File: src/ring_settings.svh
`ifndef RING_SETTINGS_SVH
`define RING_SETTINGS_SVH

`default_nettype none

// ring size, stations 1..RING_NODES are nodes, 0 is the nic
`define RING_NODES 4

// words held by each node mailbox
`define NODE_MEM_DEPTH 16

// payload word width
`define RING_DATA_W 32

// word address inside one node memory
`define RING_ADDR_W 4

// station id, wide enough for unused ids 5..7
`define RING_ID_W 3

`default_nettype wire

`endif

File: src/ring_pkg.sv
`include "ring_settings.svh"
`default_nettype none

package ring_pkg;

	// ------------------------------------------------------------------
	// ring packet fields
	// ------------------------------------------------------------------

	// station id, 0 is the nic
	typedef logic [`RING_ID_W-1:0] node_id_t;

	// word address in a node memory
	typedef logic [`RING_ADDR_W-1:0] ring_addr_t;

	// payload word
	typedef logic [`RING_DATA_W-1:0] ring_data_t;

	// packet kind, msb set for responses
	typedef enum logic [1:0] {
		PKT_RD_REQ = 2'b00,
		PKT_WR_REQ = 2'b01,
		PKT_RD_RSP = 2'b10,
		PKT_WR_RSP = 2'b11
	} pkt_kind_e;

	// the nic station id
	localparam node_id_t NIC_ID = '0;

	// mailbox size
	localparam int NODE_MEM_DEPTH = `NODE_MEM_DEPTH;

endpackage

`default_nettype wire

File: src/axil_pkg.sv
`include "ring_settings.svh"
`default_nettype none

package axil_pkg;

	// bresp / rresp codes in use
	typedef enum logic [1:0] {
		AXIL_OKAY   = 2'b00,
		AXIL_SLVERR = 2'b10
	} axil_resp_e;

	// byte offset into the nic register block
	typedef logic [4:0] reg_off_t;

	// register map
	localparam reg_off_t REG_CMD    = 5'h00;
	localparam reg_off_t REG_TXDATA = 5'h04;
	localparam reg_off_t REG_STATUS = 5'h08;
	localparam reg_off_t REG_RXDATA = 5'h0C;
	localparam reg_off_t REG_RXSRC  = 5'h10;

	// read data returned with slverr
	localparam logic [`RING_DATA_W-1:0] AXIL_ERR_DATA = '0;

endpackage

`default_nettype wire

File: src/nic_regs.sv
`timescale 1ns/1ps
`default_nettype none

module nic_regs (
	input  logic                   clk80,
	input  logic                   rst_n_i,
	// host write address and data
	input  axil_pkg::reg_off_t     s_axil_awaddr_i,
	input  logic                   s_axil_awvalid_i,
	output logic                   s_axil_awready_o,
	input  ring_pkg::ring_data_t   s_axil_wdata_i,
	input  logic                   s_axil_wvalid_i,
	output logic                   s_axil_wready_o,
	output axil_pkg::axil_resp_e   s_axil_bresp_o,
	output logic                   s_axil_bvalid_o,
	input  logic                   s_axil_bready_i,
	// host read
	input  axil_pkg::reg_off_t     s_axil_araddr_i,
	input  logic                   s_axil_arvalid_i,
	output logic                   s_axil_arready_o,
	output ring_pkg::ring_data_t   s_axil_rdata_o,
	output axil_pkg::axil_resp_e   s_axil_rresp_o,
	output logic                   s_axil_rvalid_o,
	input  logic                   s_axil_rready_i,
	// command to the packet engine
	output logic                   cmd_start_o,
	output logic                   cmd_write_o,
	output ring_pkg::node_id_t     cmd_dst_o,
	output ring_pkg::ring_addr_t   cmd_addr_o,
	output ring_pkg::ring_data_t   cmd_data_o,
	// result from the packet engine
	input  logic                   eng_busy_i,
	input  logic                   eng_fin_i,
	input  ring_pkg::ring_data_t   eng_data_i,
	input  ring_pkg::node_id_t     eng_src_i,
	input  logic                   eng_no_node_i
);
	import ring_pkg::*;
	import axil_pkg::*;

	logic       wr_accept;
	logic       cmd_block;
	logic       cmd_accept;
	logic       tx_write;
	logic       rd_accept;
	ring_data_t tx_data_q;
	logic       done_q;
	logic       no_node_q;
	ring_data_t rx_data_q;
	node_id_t   rx_src_q;
	ring_data_t status_w;

	// ------------------------------------------------------------------
	// write channel
	// ------------------------------------------------------------------

	// busy covers the start pulse and the finish cycle too
	assign cmd_block = eng_busy_i | eng_fin_i | cmd_start_o;

	// aw and w taken together, one response outstanding at most
	assign wr_accept        = s_axil_awvalid_i & s_axil_wvalid_i & ~s_axil_bvalid_o;
	assign s_axil_awready_o = wr_accept;
	assign s_axil_wready_o  = wr_accept;

	assign cmd_accept = wr_accept && (s_axil_awaddr_i == REG_CMD) && !cmd_block;
	assign tx_write   = wr_accept && (s_axil_awaddr_i == REG_TXDATA);

	always_ff @(posedge clk80) begin
		if (!rst_n_i) begin
			s_axil_bvalid_o <= 1'b0;
			s_axil_bresp_o  <= AXIL_OKAY;
			cmd_start_o     <= 1'b0;
		end else begin
			// start is a single cycle pulse
			cmd_start_o <= cmd_accept;
			if (s_axil_bvalid_o && s_axil_bready_i)
				s_axil_bvalid_o <= 1'b0;
			if (wr_accept) begin
				s_axil_bvalid_o <= 1'b1;
				// refused cmd, read-only and unmapped all end here
				if (cmd_accept || tx_write)
					s_axil_bresp_o <= AXIL_OKAY;
				else
					s_axil_bresp_o <= AXIL_SLVERR;
			end
		end
	end

	// command fields and tx word
	always_ff @(posedge clk80) begin
		if (tx_write)
			tx_data_q <= s_axil_wdata_i;
		if (cmd_accept) begin
			cmd_write_o <= s_axil_wdata_i[0];
			cmd_dst_o   <= node_id_t'(s_axil_wdata_i[6:4]);
			cmd_addr_o  <= ring_addr_t'(s_axil_wdata_i[11:8]);
		end
	end

	// engine samples this with the start pulse
	assign cmd_data_o = tx_data_q;

	// ------------------------------------------------------------------
	// result capture
	// ------------------------------------------------------------------

	always_ff @(posedge clk80) begin
		if (!rst_n_i) begin
			done_q    <= 1'b0;
			no_node_q <= 1'b0;
			rx_data_q <= '0;
			rx_src_q  <= '0;
		end else if (eng_fin_i) begin
			done_q    <= 1'b1;
			no_node_q <= eng_no_node_i;
			rx_data_q <= eng_data_i;
			rx_src_q  <= eng_src_i;
		end else if (cmd_accept) begin
			// new command clears the sticky flags
			done_q    <= 1'b0;
			no_node_q <= 1'b0;
		end
	end

	// bit 0 busy, bit 1 done, bit 2 no_node
	assign status_w = ring_data_t'({no_node_q, done_q, cmd_block});

	// ------------------------------------------------------------------
	// read channel
	// ------------------------------------------------------------------

	assign rd_accept        = s_axil_arvalid_i & ~s_axil_rvalid_o;
	assign s_axil_arready_o = ~s_axil_rvalid_o;

	always_ff @(posedge clk80) begin
		if (!rst_n_i) begin
			s_axil_rvalid_o <= 1'b0;
			s_axil_rresp_o  <= AXIL_OKAY;
			s_axil_rdata_o  <= '0;
		end else begin
			if (s_axil_rvalid_o && s_axil_rready_i)
				s_axil_rvalid_o <= 1'b0;
			if (rd_accept) begin
				s_axil_rvalid_o <= 1'b1;
				s_axil_rresp_o  <= AXIL_OKAY;
				case (s_axil_araddr_i)
					REG_TXDATA: s_axil_rdata_o <= tx_data_q;
					REG_STATUS: s_axil_rdata_o <= status_w;
					REG_RXDATA: s_axil_rdata_o <= rx_data_q;
					REG_RXSRC:  s_axil_rdata_o <= ring_data_t'(rx_src_q);
					default: begin
						// cmd is write only, treated as unmapped
						s_axil_rresp_o <= AXIL_SLVERR;
						s_axil_rdata_o <= AXIL_ERR_DATA;
					end
				endcase
			end
		end
	end

endmodule

`default_nettype wire

File: src/nic_engine.sv
`timescale 1ns/1ps
`default_nettype none

module nic_engine (
	input  logic                  clk80,
	input  logic                  rst_n_i,
	// command from the register block
	input  logic                  cmd_start_i,
	input  logic                  cmd_write_i,
	input  ring_pkg::node_id_t    cmd_dst_i,
	input  ring_pkg::ring_addr_t  cmd_addr_i,
	input  ring_pkg::ring_data_t  cmd_data_i,
	// status back
	output logic                  busy_o,
	output logic                  fin_o,
	output ring_pkg::ring_data_t  fin_data_o,
	output ring_pkg::node_id_t    fin_src_o,
	output logic                  fin_no_node_o,
	// ring in, from the last node
	input  logic                  pkt_vld_i,
	input  ring_pkg::pkt_kind_e   pkt_kind_i,
	input  ring_pkg::node_id_t    pkt_dst_i,
	input  ring_pkg::node_id_t    pkt_src_i,
	input  ring_pkg::ring_addr_t  pkt_addr_i,
	input  ring_pkg::ring_data_t  pkt_data_i,
	// ring out, to the first node
	output logic                  pkt_vld_o,
	output ring_pkg::pkt_kind_e   pkt_kind_o,
	output ring_pkg::node_id_t    pkt_dst_o,
	output ring_pkg::node_id_t    pkt_src_o,
	output ring_pkg::ring_addr_t  pkt_addr_o,
	output ring_pkg::ring_data_t  pkt_data_o
);
	import ring_pkg::*;

	typedef enum logic [1:0] {IDLE, WAIT_SLOT, WAIT_RSP} eng_state_e;

	eng_state_e state_q;
	logic       req_write_q;
	node_id_t   req_dst_q;
	ring_addr_t req_addr_q;
	ring_data_t req_data_q;
	logic       rsp_hit;
	logic       req_back;
	logic       inject;
	logic       remove;

	// response for the nic
	assign rsp_hit = pkt_vld_i && (pkt_dst_i == NIC_ID)
		&& (pkt_kind_i == PKT_RD_RSP || pkt_kind_i == PKT_WR_RSP);
	// own request went round unserved, no such node
	assign req_back = pkt_vld_i && (pkt_src_i == NIC_ID)
		&& (pkt_kind_i == PKT_RD_REQ || pkt_kind_i == PKT_WR_REQ);

	assign inject = (state_q == WAIT_SLOT) && !pkt_vld_i;
	assign remove = (state_q == WAIT_RSP) && (rsp_hit || req_back);
	assign busy_o = (state_q != IDLE);

	// ------------------------------------------------------------------
	// control
	// ------------------------------------------------------------------

	always_ff @(posedge clk80) begin
		if (!rst_n_i) begin
			state_q   <= IDLE;
			pkt_vld_o <= 1'b0;
			fin_o     <= 1'b0;
		end else begin
			fin_o <= remove;
			// slot kept, filled or emptied
			if (inject)
				pkt_vld_o <= 1'b1;
			else if (remove)
				pkt_vld_o <= 1'b0;
			else
				pkt_vld_o <= pkt_vld_i;
			case (state_q)
				IDLE:      if (cmd_start_i) state_q <= WAIT_SLOT;
				WAIT_SLOT: if (inject) state_q <= WAIT_RSP;
				WAIT_RSP:  if (remove) state_q <= IDLE;
				default:   state_q <= IDLE;
			endcase
		end
	end

	// ------------------------------------------------------------------
	// packet and result fields
	// ------------------------------------------------------------------

	always_ff @(posedge clk80) begin
		if (state_q == IDLE && cmd_start_i) begin
			req_write_q <= cmd_write_i;
			req_dst_q   <= cmd_dst_i;
			req_addr_q  <= cmd_addr_i;
			req_data_q  <= cmd_data_i;
		end
		if (inject) begin
			pkt_kind_o <= req_write_q ? PKT_WR_REQ : PKT_RD_REQ;
			pkt_dst_o  <= req_dst_q;
			pkt_src_o  <= NIC_ID;
			pkt_addr_o <= req_addr_q;
			pkt_data_o <= req_data_q;
		end else begin
			// foreign traffic passes one hop
			pkt_kind_o <= pkt_kind_i;
			pkt_dst_o  <= pkt_dst_i;
			pkt_src_o  <= pkt_src_i;
			pkt_addr_o <= pkt_addr_i;
			pkt_data_o <= pkt_data_i;
		end
		if (remove) begin
			// no data when nobody answered
			fin_data_o    <= req_back ? '0 : pkt_data_i;
			fin_src_o     <= pkt_src_i;
			fin_no_node_o <= req_back;
		end
	end

endmodule

`default_nettype wire

File: src/ring_node.sv
`timescale 1ns/1ps
`default_nettype none

module ring_node #(
	parameter ring_pkg::node_id_t NODE_ID = ring_pkg::node_id_t'(1)
) (
	input  logic                  clk80,
	input  logic                  rst_n_i,
	// upstream hop
	input  logic                  pkt_vld_i,
	input  ring_pkg::pkt_kind_e   pkt_kind_i,
	input  ring_pkg::node_id_t    pkt_dst_i,
	input  ring_pkg::node_id_t    pkt_src_i,
	input  ring_pkg::ring_addr_t  pkt_addr_i,
	input  ring_pkg::ring_data_t  pkt_data_i,
	// downstream hop
	output logic                  pkt_vld_o,
	output ring_pkg::pkt_kind_e   pkt_kind_o,
	output ring_pkg::node_id_t    pkt_dst_o,
	output ring_pkg::node_id_t    pkt_src_o,
	output ring_pkg::ring_addr_t  pkt_addr_o,
	output ring_pkg::ring_data_t  pkt_data_o
);
	import ring_pkg::*;

	// mailbox memory
	ring_data_t mem_q [NODE_MEM_DEPTH];

	logic serve;
	logic serve_wr;

	// request for this station
	assign serve = pkt_vld_i && (pkt_dst_i == NODE_ID)
		&& (pkt_kind_i == PKT_RD_REQ || pkt_kind_i == PKT_WR_REQ);
	assign serve_wr = serve && (pkt_kind_i == PKT_WR_REQ);

	// ------------------------------------------------------------------
	// mailbox
	// ------------------------------------------------------------------

	always_ff @(posedge clk80) begin
		if (!rst_n_i) begin
			// mailbox comes up all zero
			for (int i = 0; i < NODE_MEM_DEPTH; i++)
				mem_q[i] <= '0;
		end else if (serve_wr) begin
			mem_q[pkt_addr_i] <= pkt_data_i;
		end
	end

	// ------------------------------------------------------------------
	// slot register
	// ------------------------------------------------------------------

	// slot occupancy never changes here, a request turns into its response
	always_ff @(posedge clk80) begin
		if (!rst_n_i)
			pkt_vld_o <= 1'b0;
		else
			pkt_vld_o <= pkt_vld_i;
	end

	always_ff @(posedge clk80) begin
		if (serve) begin
			// answer goes back to the requester
			pkt_kind_o <= serve_wr ? PKT_WR_RSP : PKT_RD_RSP;
			pkt_dst_o  <= pkt_src_i;
			pkt_src_o  <= NODE_ID;
			pkt_addr_o <= pkt_addr_i;
			// write echoes its data, read returns the stored word
			pkt_data_o <= serve_wr ? pkt_data_i : mem_q[pkt_addr_i];
		end else begin
			// pass through
			pkt_kind_o <= pkt_kind_i;
			pkt_dst_o  <= pkt_dst_i;
			pkt_src_o  <= pkt_src_i;
			pkt_addr_o <= pkt_addr_i;
			pkt_data_o <= pkt_data_i;
		end
	end

endmodule

`default_nettype wire

File: src/ring_soc.sv
`timescale 1ns/1ps
`include "ring_settings.svh"
`default_nettype none

module ring_soc (
	input  logic                  clk80,
	input  logic                  rst_n_i,
	// host port
	input  axil_pkg::reg_off_t    s_axil_awaddr_i,
	input  logic                  s_axil_awvalid_i,
	output logic                  s_axil_awready_o,
	input  ring_pkg::ring_data_t  s_axil_wdata_i,
	input  logic                  s_axil_wvalid_i,
	output logic                  s_axil_wready_o,
	output axil_pkg::axil_resp_e  s_axil_bresp_o,
	output logic                  s_axil_bvalid_o,
	input  logic                  s_axil_bready_i,
	input  axil_pkg::reg_off_t    s_axil_araddr_i,
	input  logic                  s_axil_arvalid_i,
	output logic                  s_axil_arready_o,
	output ring_pkg::ring_data_t  s_axil_rdata_o,
	output axil_pkg::axil_resp_e  s_axil_rresp_o,
	output logic                  s_axil_rvalid_o,
	input  logic                  s_axil_rready_i
);
	import ring_pkg::*;

	// register block to engine
	logic       cmd_start;
	logic       cmd_write;
	node_id_t   cmd_dst;
	ring_addr_t cmd_addr;
	ring_data_t cmd_data;
	logic       eng_busy;
	logic       eng_fin;
	ring_data_t eng_data;
	node_id_t   eng_src;
	logic       eng_no_node;

	// ring hops, 0 leaves the nic, RING_NODES returns to it
	logic       ring_vld  [`RING_NODES+1];
	pkt_kind_e  ring_kind [`RING_NODES+1];
	node_id_t   ring_dst  [`RING_NODES+1];
	node_id_t   ring_src  [`RING_NODES+1];
	ring_addr_t ring_addr [`RING_NODES+1];
	ring_data_t ring_data [`RING_NODES+1];

	nic_regs u_regs (
		.clk80(clk80), .rst_n_i(rst_n_i),
		.s_axil_awaddr_i(s_axil_awaddr_i), .s_axil_awvalid_i(s_axil_awvalid_i),
		.s_axil_awready_o(s_axil_awready_o), .s_axil_wdata_i(s_axil_wdata_i),
		.s_axil_wvalid_i(s_axil_wvalid_i), .s_axil_wready_o(s_axil_wready_o),
		.s_axil_bresp_o(s_axil_bresp_o), .s_axil_bvalid_o(s_axil_bvalid_o),
		.s_axil_bready_i(s_axil_bready_i), .s_axil_araddr_i(s_axil_araddr_i),
		.s_axil_arvalid_i(s_axil_arvalid_i), .s_axil_arready_o(s_axil_arready_o),
		.s_axil_rdata_o(s_axil_rdata_o), .s_axil_rresp_o(s_axil_rresp_o),
		.s_axil_rvalid_o(s_axil_rvalid_o), .s_axil_rready_i(s_axil_rready_i),
		.cmd_start_o(cmd_start), .cmd_write_o(cmd_write), .cmd_dst_o(cmd_dst),
		.cmd_addr_o(cmd_addr), .cmd_data_o(cmd_data),
		.eng_busy_i(eng_busy), .eng_fin_i(eng_fin), .eng_data_i(eng_data),
		.eng_src_i(eng_src), .eng_no_node_i(eng_no_node)
	);

	// station 0
	nic_engine u_engine (
		.clk80(clk80), .rst_n_i(rst_n_i),
		.cmd_start_i(cmd_start), .cmd_write_i(cmd_write), .cmd_dst_i(cmd_dst),
		.cmd_addr_i(cmd_addr), .cmd_data_i(cmd_data),
		.busy_o(eng_busy), .fin_o(eng_fin), .fin_data_o(eng_data),
		.fin_src_o(eng_src), .fin_no_node_o(eng_no_node),
		.pkt_vld_i(ring_vld[`RING_NODES]), .pkt_kind_i(ring_kind[`RING_NODES]),
		.pkt_dst_i(ring_dst[`RING_NODES]), .pkt_src_i(ring_src[`RING_NODES]),
		.pkt_addr_i(ring_addr[`RING_NODES]), .pkt_data_i(ring_data[`RING_NODES]),
		.pkt_vld_o(ring_vld[0]), .pkt_kind_o(ring_kind[0]),
		.pkt_dst_o(ring_dst[0]), .pkt_src_o(ring_src[0]),
		.pkt_addr_o(ring_addr[0]), .pkt_data_o(ring_data[0])
	);

	// nodes 1..RING_NODES, hop i feeds node i+1
	for (genvar i = 0; i < `RING_NODES; i++) begin : g_node
		ring_node #(
			.NODE_ID(node_id_t'(i + 1))
		) u_node (
			.clk80(clk80), .rst_n_i(rst_n_i),
			.pkt_vld_i(ring_vld[i]), .pkt_kind_i(ring_kind[i]),
			.pkt_dst_i(ring_dst[i]), .pkt_src_i(ring_src[i]),
			.pkt_addr_i(ring_addr[i]), .pkt_data_i(ring_data[i]),
			.pkt_vld_o(ring_vld[i+1]), .pkt_kind_o(ring_kind[i+1]),
			.pkt_dst_o(ring_dst[i+1]), .pkt_src_o(ring_src[i+1]),
			.pkt_addr_o(ring_addr[i+1]), .pkt_data_o(ring_data[i+1])
		);
	end

endmodule

`default_nettype wire

File: config.mk
export PLATFORM = sky130hd
export DESIGN_NAME = ring_soc
export DESIGN_NICKNAME = d
export VERILOG_FILES = /design/src/ring_pkg.sv /design/src/axil_pkg.sv /design/src/nic_regs.sv /design/src/nic_engine.sv /design/src/ring_node.sv /design/src/ring_soc.sv
export VERILOG_INCLUDE_DIRS = /design/src /design/src/src
export SDC_FILE = /design/constraint.sdc
export NUM_CORES = 2
export LEC_CHECK = 0
export ABC_AREA = 0
export BUFFER_PORTS_ARGS = -buffer_cell sky130_fd_sc_hd__buf_4
export CAP_MARGIN = 40
export CORE_UTILIZATION = 50
export CTS_CLUSTER_SIZE = 20
export DETAILED_ROUTE_END_ITERATION = 16
export GPL_ROUTABILITY_DRIVEN = 0
export PLACE_DENSITY = 0.65
export SYNTH_ARGS = -nofsm -noshare
export SYNTH_HDL_FRONTEND = slang
export SYNTH_HIERARCHICAL = 1
export SYNTH_SLANG_ARGS = --single-unit
File: constraint.sdc
create_clock -name clk80 -period 6.2 [get_ports clk80]
set_input_delay 0.62 -clock clk80 [delete_from_list [all_inputs] [get_ports clk80]]
set_output_delay 0.62 -clock clk80 [all_outputs]
set_load 0.05 [all_outputs]
==> summary.md <==
| Metric | Value |
|---|---|
| Yosys warnings | 6 |
| CTS H-tree depth | 4 |
| Worst hold start | s_axil_bready_i |
| TritonCTS clock tree | built |
| Die area | 0.219 sq mm |
| Worst Max-Slew Pin Slew | 1.23 ns |
| FF+latch count, synth | 2466 |
| First DRT Iteration DRCs | 8039 |
| Register area share after synthesis | 65.5% |
| Adder-Cell Fraction of Synth Area | 0% |
| Ys flop type | edfxtp_1 |
| Std cell rows | 170 |
| Synth Area in XOR/XNOR | 0% |
| Via Count | 64.3k |
| Power share of the combinational group | 3.2% |
| Area leader, netlist | edfxtp_1 |
| Largest net degree at the start of global routing | 110 |
| Via density | 6.58 |
| Hold Crit Class | primary input to flip-flop |
| P&R area growth vs syn | 10.6% |
| Largest fanout on the critical path | 38 |
| Total track usage | 27.8% |
| PortBufs | 87 |
| Residual DRC count | 0 |
| CTS buffer count | 238 |
| Post-synth ARST share | 0% |
| Initial core utilization | 50.4% |
| R2R Path Start | g_node[2].u_node/pkt_kind_o[1] |
| Final hold viol count | 0 |
| Placed cell areas | 0.111 sq mm |
| Yosys top cell area share | 60.0% |
| Clock Path Buffers | 3 |
| Required @ worst endpoint | 6.69 ns |
| WHS Path Cells | 3 |
| R2r setup slk | 2.28 ns |
| Clk pwr share | 42.8% |
| Top-Level Pins | 90 |
| Post-synthesis simple-gate area fraction | 13.8% |
| Synth unique cells | 60 |
| Clock latency on the worst-skew pair | 0.86 ns |
| Achievable Freq | 0.255 GHz |
| Final Cell Area | 0.120 sq mm |
| Worst Path Arrival | 4.41 ns |
| CP endpoint kind | flip-flop |
| DRT antenna net count | 0 |
| Pwr Density | 288 mW/mm^2 |
| Gates resized, CTS repair | 0 |
| Final setup violation count | 0 |
| Internal power | 27.2 mW |
| Largest family of logic cells by synthesized area | simple AND/OR/NAND/NOR gates |
| Clock sink total | 2466 |
| Slew Limit Fails | 0 |
| Critical path class | flip-flop to flip-flop |
| Die width | 468 microns |
| Vias in the first global route | 63.2k |
| Final core occ | 55.7% |
| Synthesized area | 0.108 sq mm |
| Final net count | 6766 |
| Worst-case reg-to-reg path depth | 5 |
| R2r endpoint | g_node[3].u_node/mem_q[8][31] |
| Crit path from | g_node[2].u_node/pkt_kind_o[1] |
| Fin crit period | 3.92 ns |
| Leak | 36.1 nW |
| Clock transition at path regs | 0.06 ns |
| DP HPWL | 184 mm |
| Synth top area cells | edfxtp_1 (60%), mux4_2 (11%), nor3_1 (6.6%) |
| Compound-cell area share of the yosys netlist | 3.25% |
| Multiplexer share of the synthesized area | 12.9% |
| First-pass GRT wire length | 443 mm |
| Setup Skew | 0.0370 ns |
| Setup_tns | 0 ns |
| Sw Ratio | 21.0% |
| Layout cells sized above 1 | 29.2% |
| WL final | 304 mm |
| Core box area | 0.215 sq mm |
| Post-Synthesis Cells | 6995 |
| Hold Path Sink | u_regs/s_axil_bvalid_o |
| Max-Cap Viols | 0 |
| Slew Limit Headroom | 18.3% |
| Setup repair after global routing missed its margin | false |
| VDD IR-drop max | 0.299 mV |
| Initial antenna violation count | 21 |
| Result of the run | finished clean |
| DR WL/cell | 31.2 microns |
| Syn Area/Cell | 15.5 sq um |
| Root Driver | clkbuf_16 |
| Sw Pwr | 7.23 mW |
| Final Cycle Share | 63.2% |
| Reg power frac | 53.9% |
| Critical path launch point type | flip-flop |
| Post-synth EDFFs | 2164 |
| DRT Pass-1 Iters | 7 |
| Die Span Y | 468 microns |
| GRT overflow | 0 |
==> state kept, by name, summed over array words and instances, names as in the netlist, 8 cells and up <==
register	cells
g_node.u_node/pkt_dst_o	12
g_node.u_node/pkt_src_o	12
g_node.u_node/mem_q	2048
u_regs/s_axil_rdata_o	32
g_node.u_node/pkt_data_o	128
u_engine/req_data_q	32
g_node.u_node/pkt_kind_o	8
u_regs/rx_data_q	32
u_regs/cmd_data_o	32
g_node.u_node/pkt_addr_o	16
u_engine/fin_data_o	32
u_engine/pkt_data_o	32
==> synthesized netlist by cell type (all sizes together) (2+ instances only) <==
library cell	count
nor3	2052
or3	2
nand2b	17
nor4bb	4
o21ai	67
a21oi	4
o31a	2
nand4	7
mux2	42
o2bb2ai	31
a221oi	129
o31ai	2
or4	3
mux4	512
edfxtp	2164
nand2	19
clkbuf	462
inv	145
a211oi	2
dfxtp	302
and4bb	2
o211a	2
a31o	2
nor4b	2
a21boi	3
or4b	2
nand3	3
mux2i	193
nand4b	9
and2	48
o22ai	128
a31oi	128
and4	4
and3	3
a21o	3
buf	410
nor2b	54
nand3b	2
nor2	6
nor4	2
or2	16
==> power by group through the flow <==
| stage | Combinational [mW] | Sequential, mW | Clock (mW) |
|---|---|---|---|
| finish | 1.12 | 18.6 | 14.8 |
| global route | 1.15 | 18.6 | 15.6 |
| CTS | 1.11 | 18.6 | 14.9 |
| detailed placement | 1.09 | 18.9 | 0 |
| global placement | 1.06 | 18.9 | 0 |
| floorplan | 0.604 | 18.9 | 0 |
==> critical path, stage by stage (launching register included) <==
cell and delay (ns):
dfxtp_1 0.33, nor4b_2 0.53, buf_4 0.57, nand4_1 0.76
o21ai_4 0.81, buf_4 0.50
==> area by class of cell <==
| class | instances | area [sq um] |
|---|---|---|
| inverters | 145 | 544 |
| flip-flops and latches | 2466 | 71100 |
| fillers | 16797 | 95200 |
| repair buffers | 353 | 3340 |
| diodes | 10 | 25.0 |
| multi-input cells | 3513 | 33300 |
| clock inverters | 118 | 1000 |
| well taps | 2838 | 3550 |
| clock buffers | 328 | 7010 |
==> cells by family after synthesis <==
family,count (synthesis)
other,1
flip-flops,2466
multiplexers,747
AO/OA/AOI/OAI,505
buffers and inverters,1017
AND/OR/NAND/NOR,2259
==> metrics by stage <==
step	setup slack [ns]	std cells	hold slack, ns	power [mW]
floorplan	1.74	6996	0.326	19.5
global placement	1.87	9245	0.401	20.0
detailed placement	2.13	9279	0.405	20.0
CTS	2.33	9757	0.00221	34.6
global route	2.17	9763	0.0560	35.3
finish	2.28	9771	0.0763	34.5
==> placed cells by master (no fill, tap or decap), types with 11 or more instances in the layout <==
cell and instances:
and2_1 48, dfxtp_1 288, nor3_2 630, mux2_2 42, a31oi_1 128, edfxtp_1 2164, buf_4 275, clkinv_4 11
o22ai_1 128, nand2_1 15, o21ai_4 64, dlygate4sd3_1 34, nor2b_1 53, nor3_1 1422, clkinvlp_4 11, clkinv_2 47
clkinv_1 28, bufinv_16 13, a221oi_1 128, buf_16 18, clkbuf_16 258, mux4_2 512, clkbuf_1 38, o2bb2ai_1 31
mux2i_1 193, buf_12 19, inv_1 142, clkbuf_8 30
==> worst max path at each step <==
stage	endpoint	slack, ns	cells after the start
after floorplan	g_node[3].u_node/mem_q[10][0]	1.74	5
after global placement	g_node[1].u_node/mem_q[11][18]	1.87	5
after detailed placement	g_node[1].u_node/mem_q[8][30]	2.13	5
after CTS	g_node[2].u_node/mem_q[0][15]	2.33	7
after global routing	g_node[2].u_node/mem_q[0][12]	2.17	7
final	g_node[3].u_node/mem_q[8][31]	2.28	5
==> layer usage <==
metal | vias up | part of all wire [%] | global-route usage (%)
met5 | - | 0.018 | 0
met3 | 534 | 9.0 | 4.27
met2 | 3331 | 48 | 44.1
met4 | 8 | 4.3 | 11.3
met1 | 33374 | 38 | 38.4
li1 | 27076 | - | -
==> timing repair <==
item / CTS / global route
hold buffers: 32 / 2
hold endpoints to repair: 37 / 4
buffers inserted: 0 / 0
Note: power is estimated with default switching activity, not from simulation.
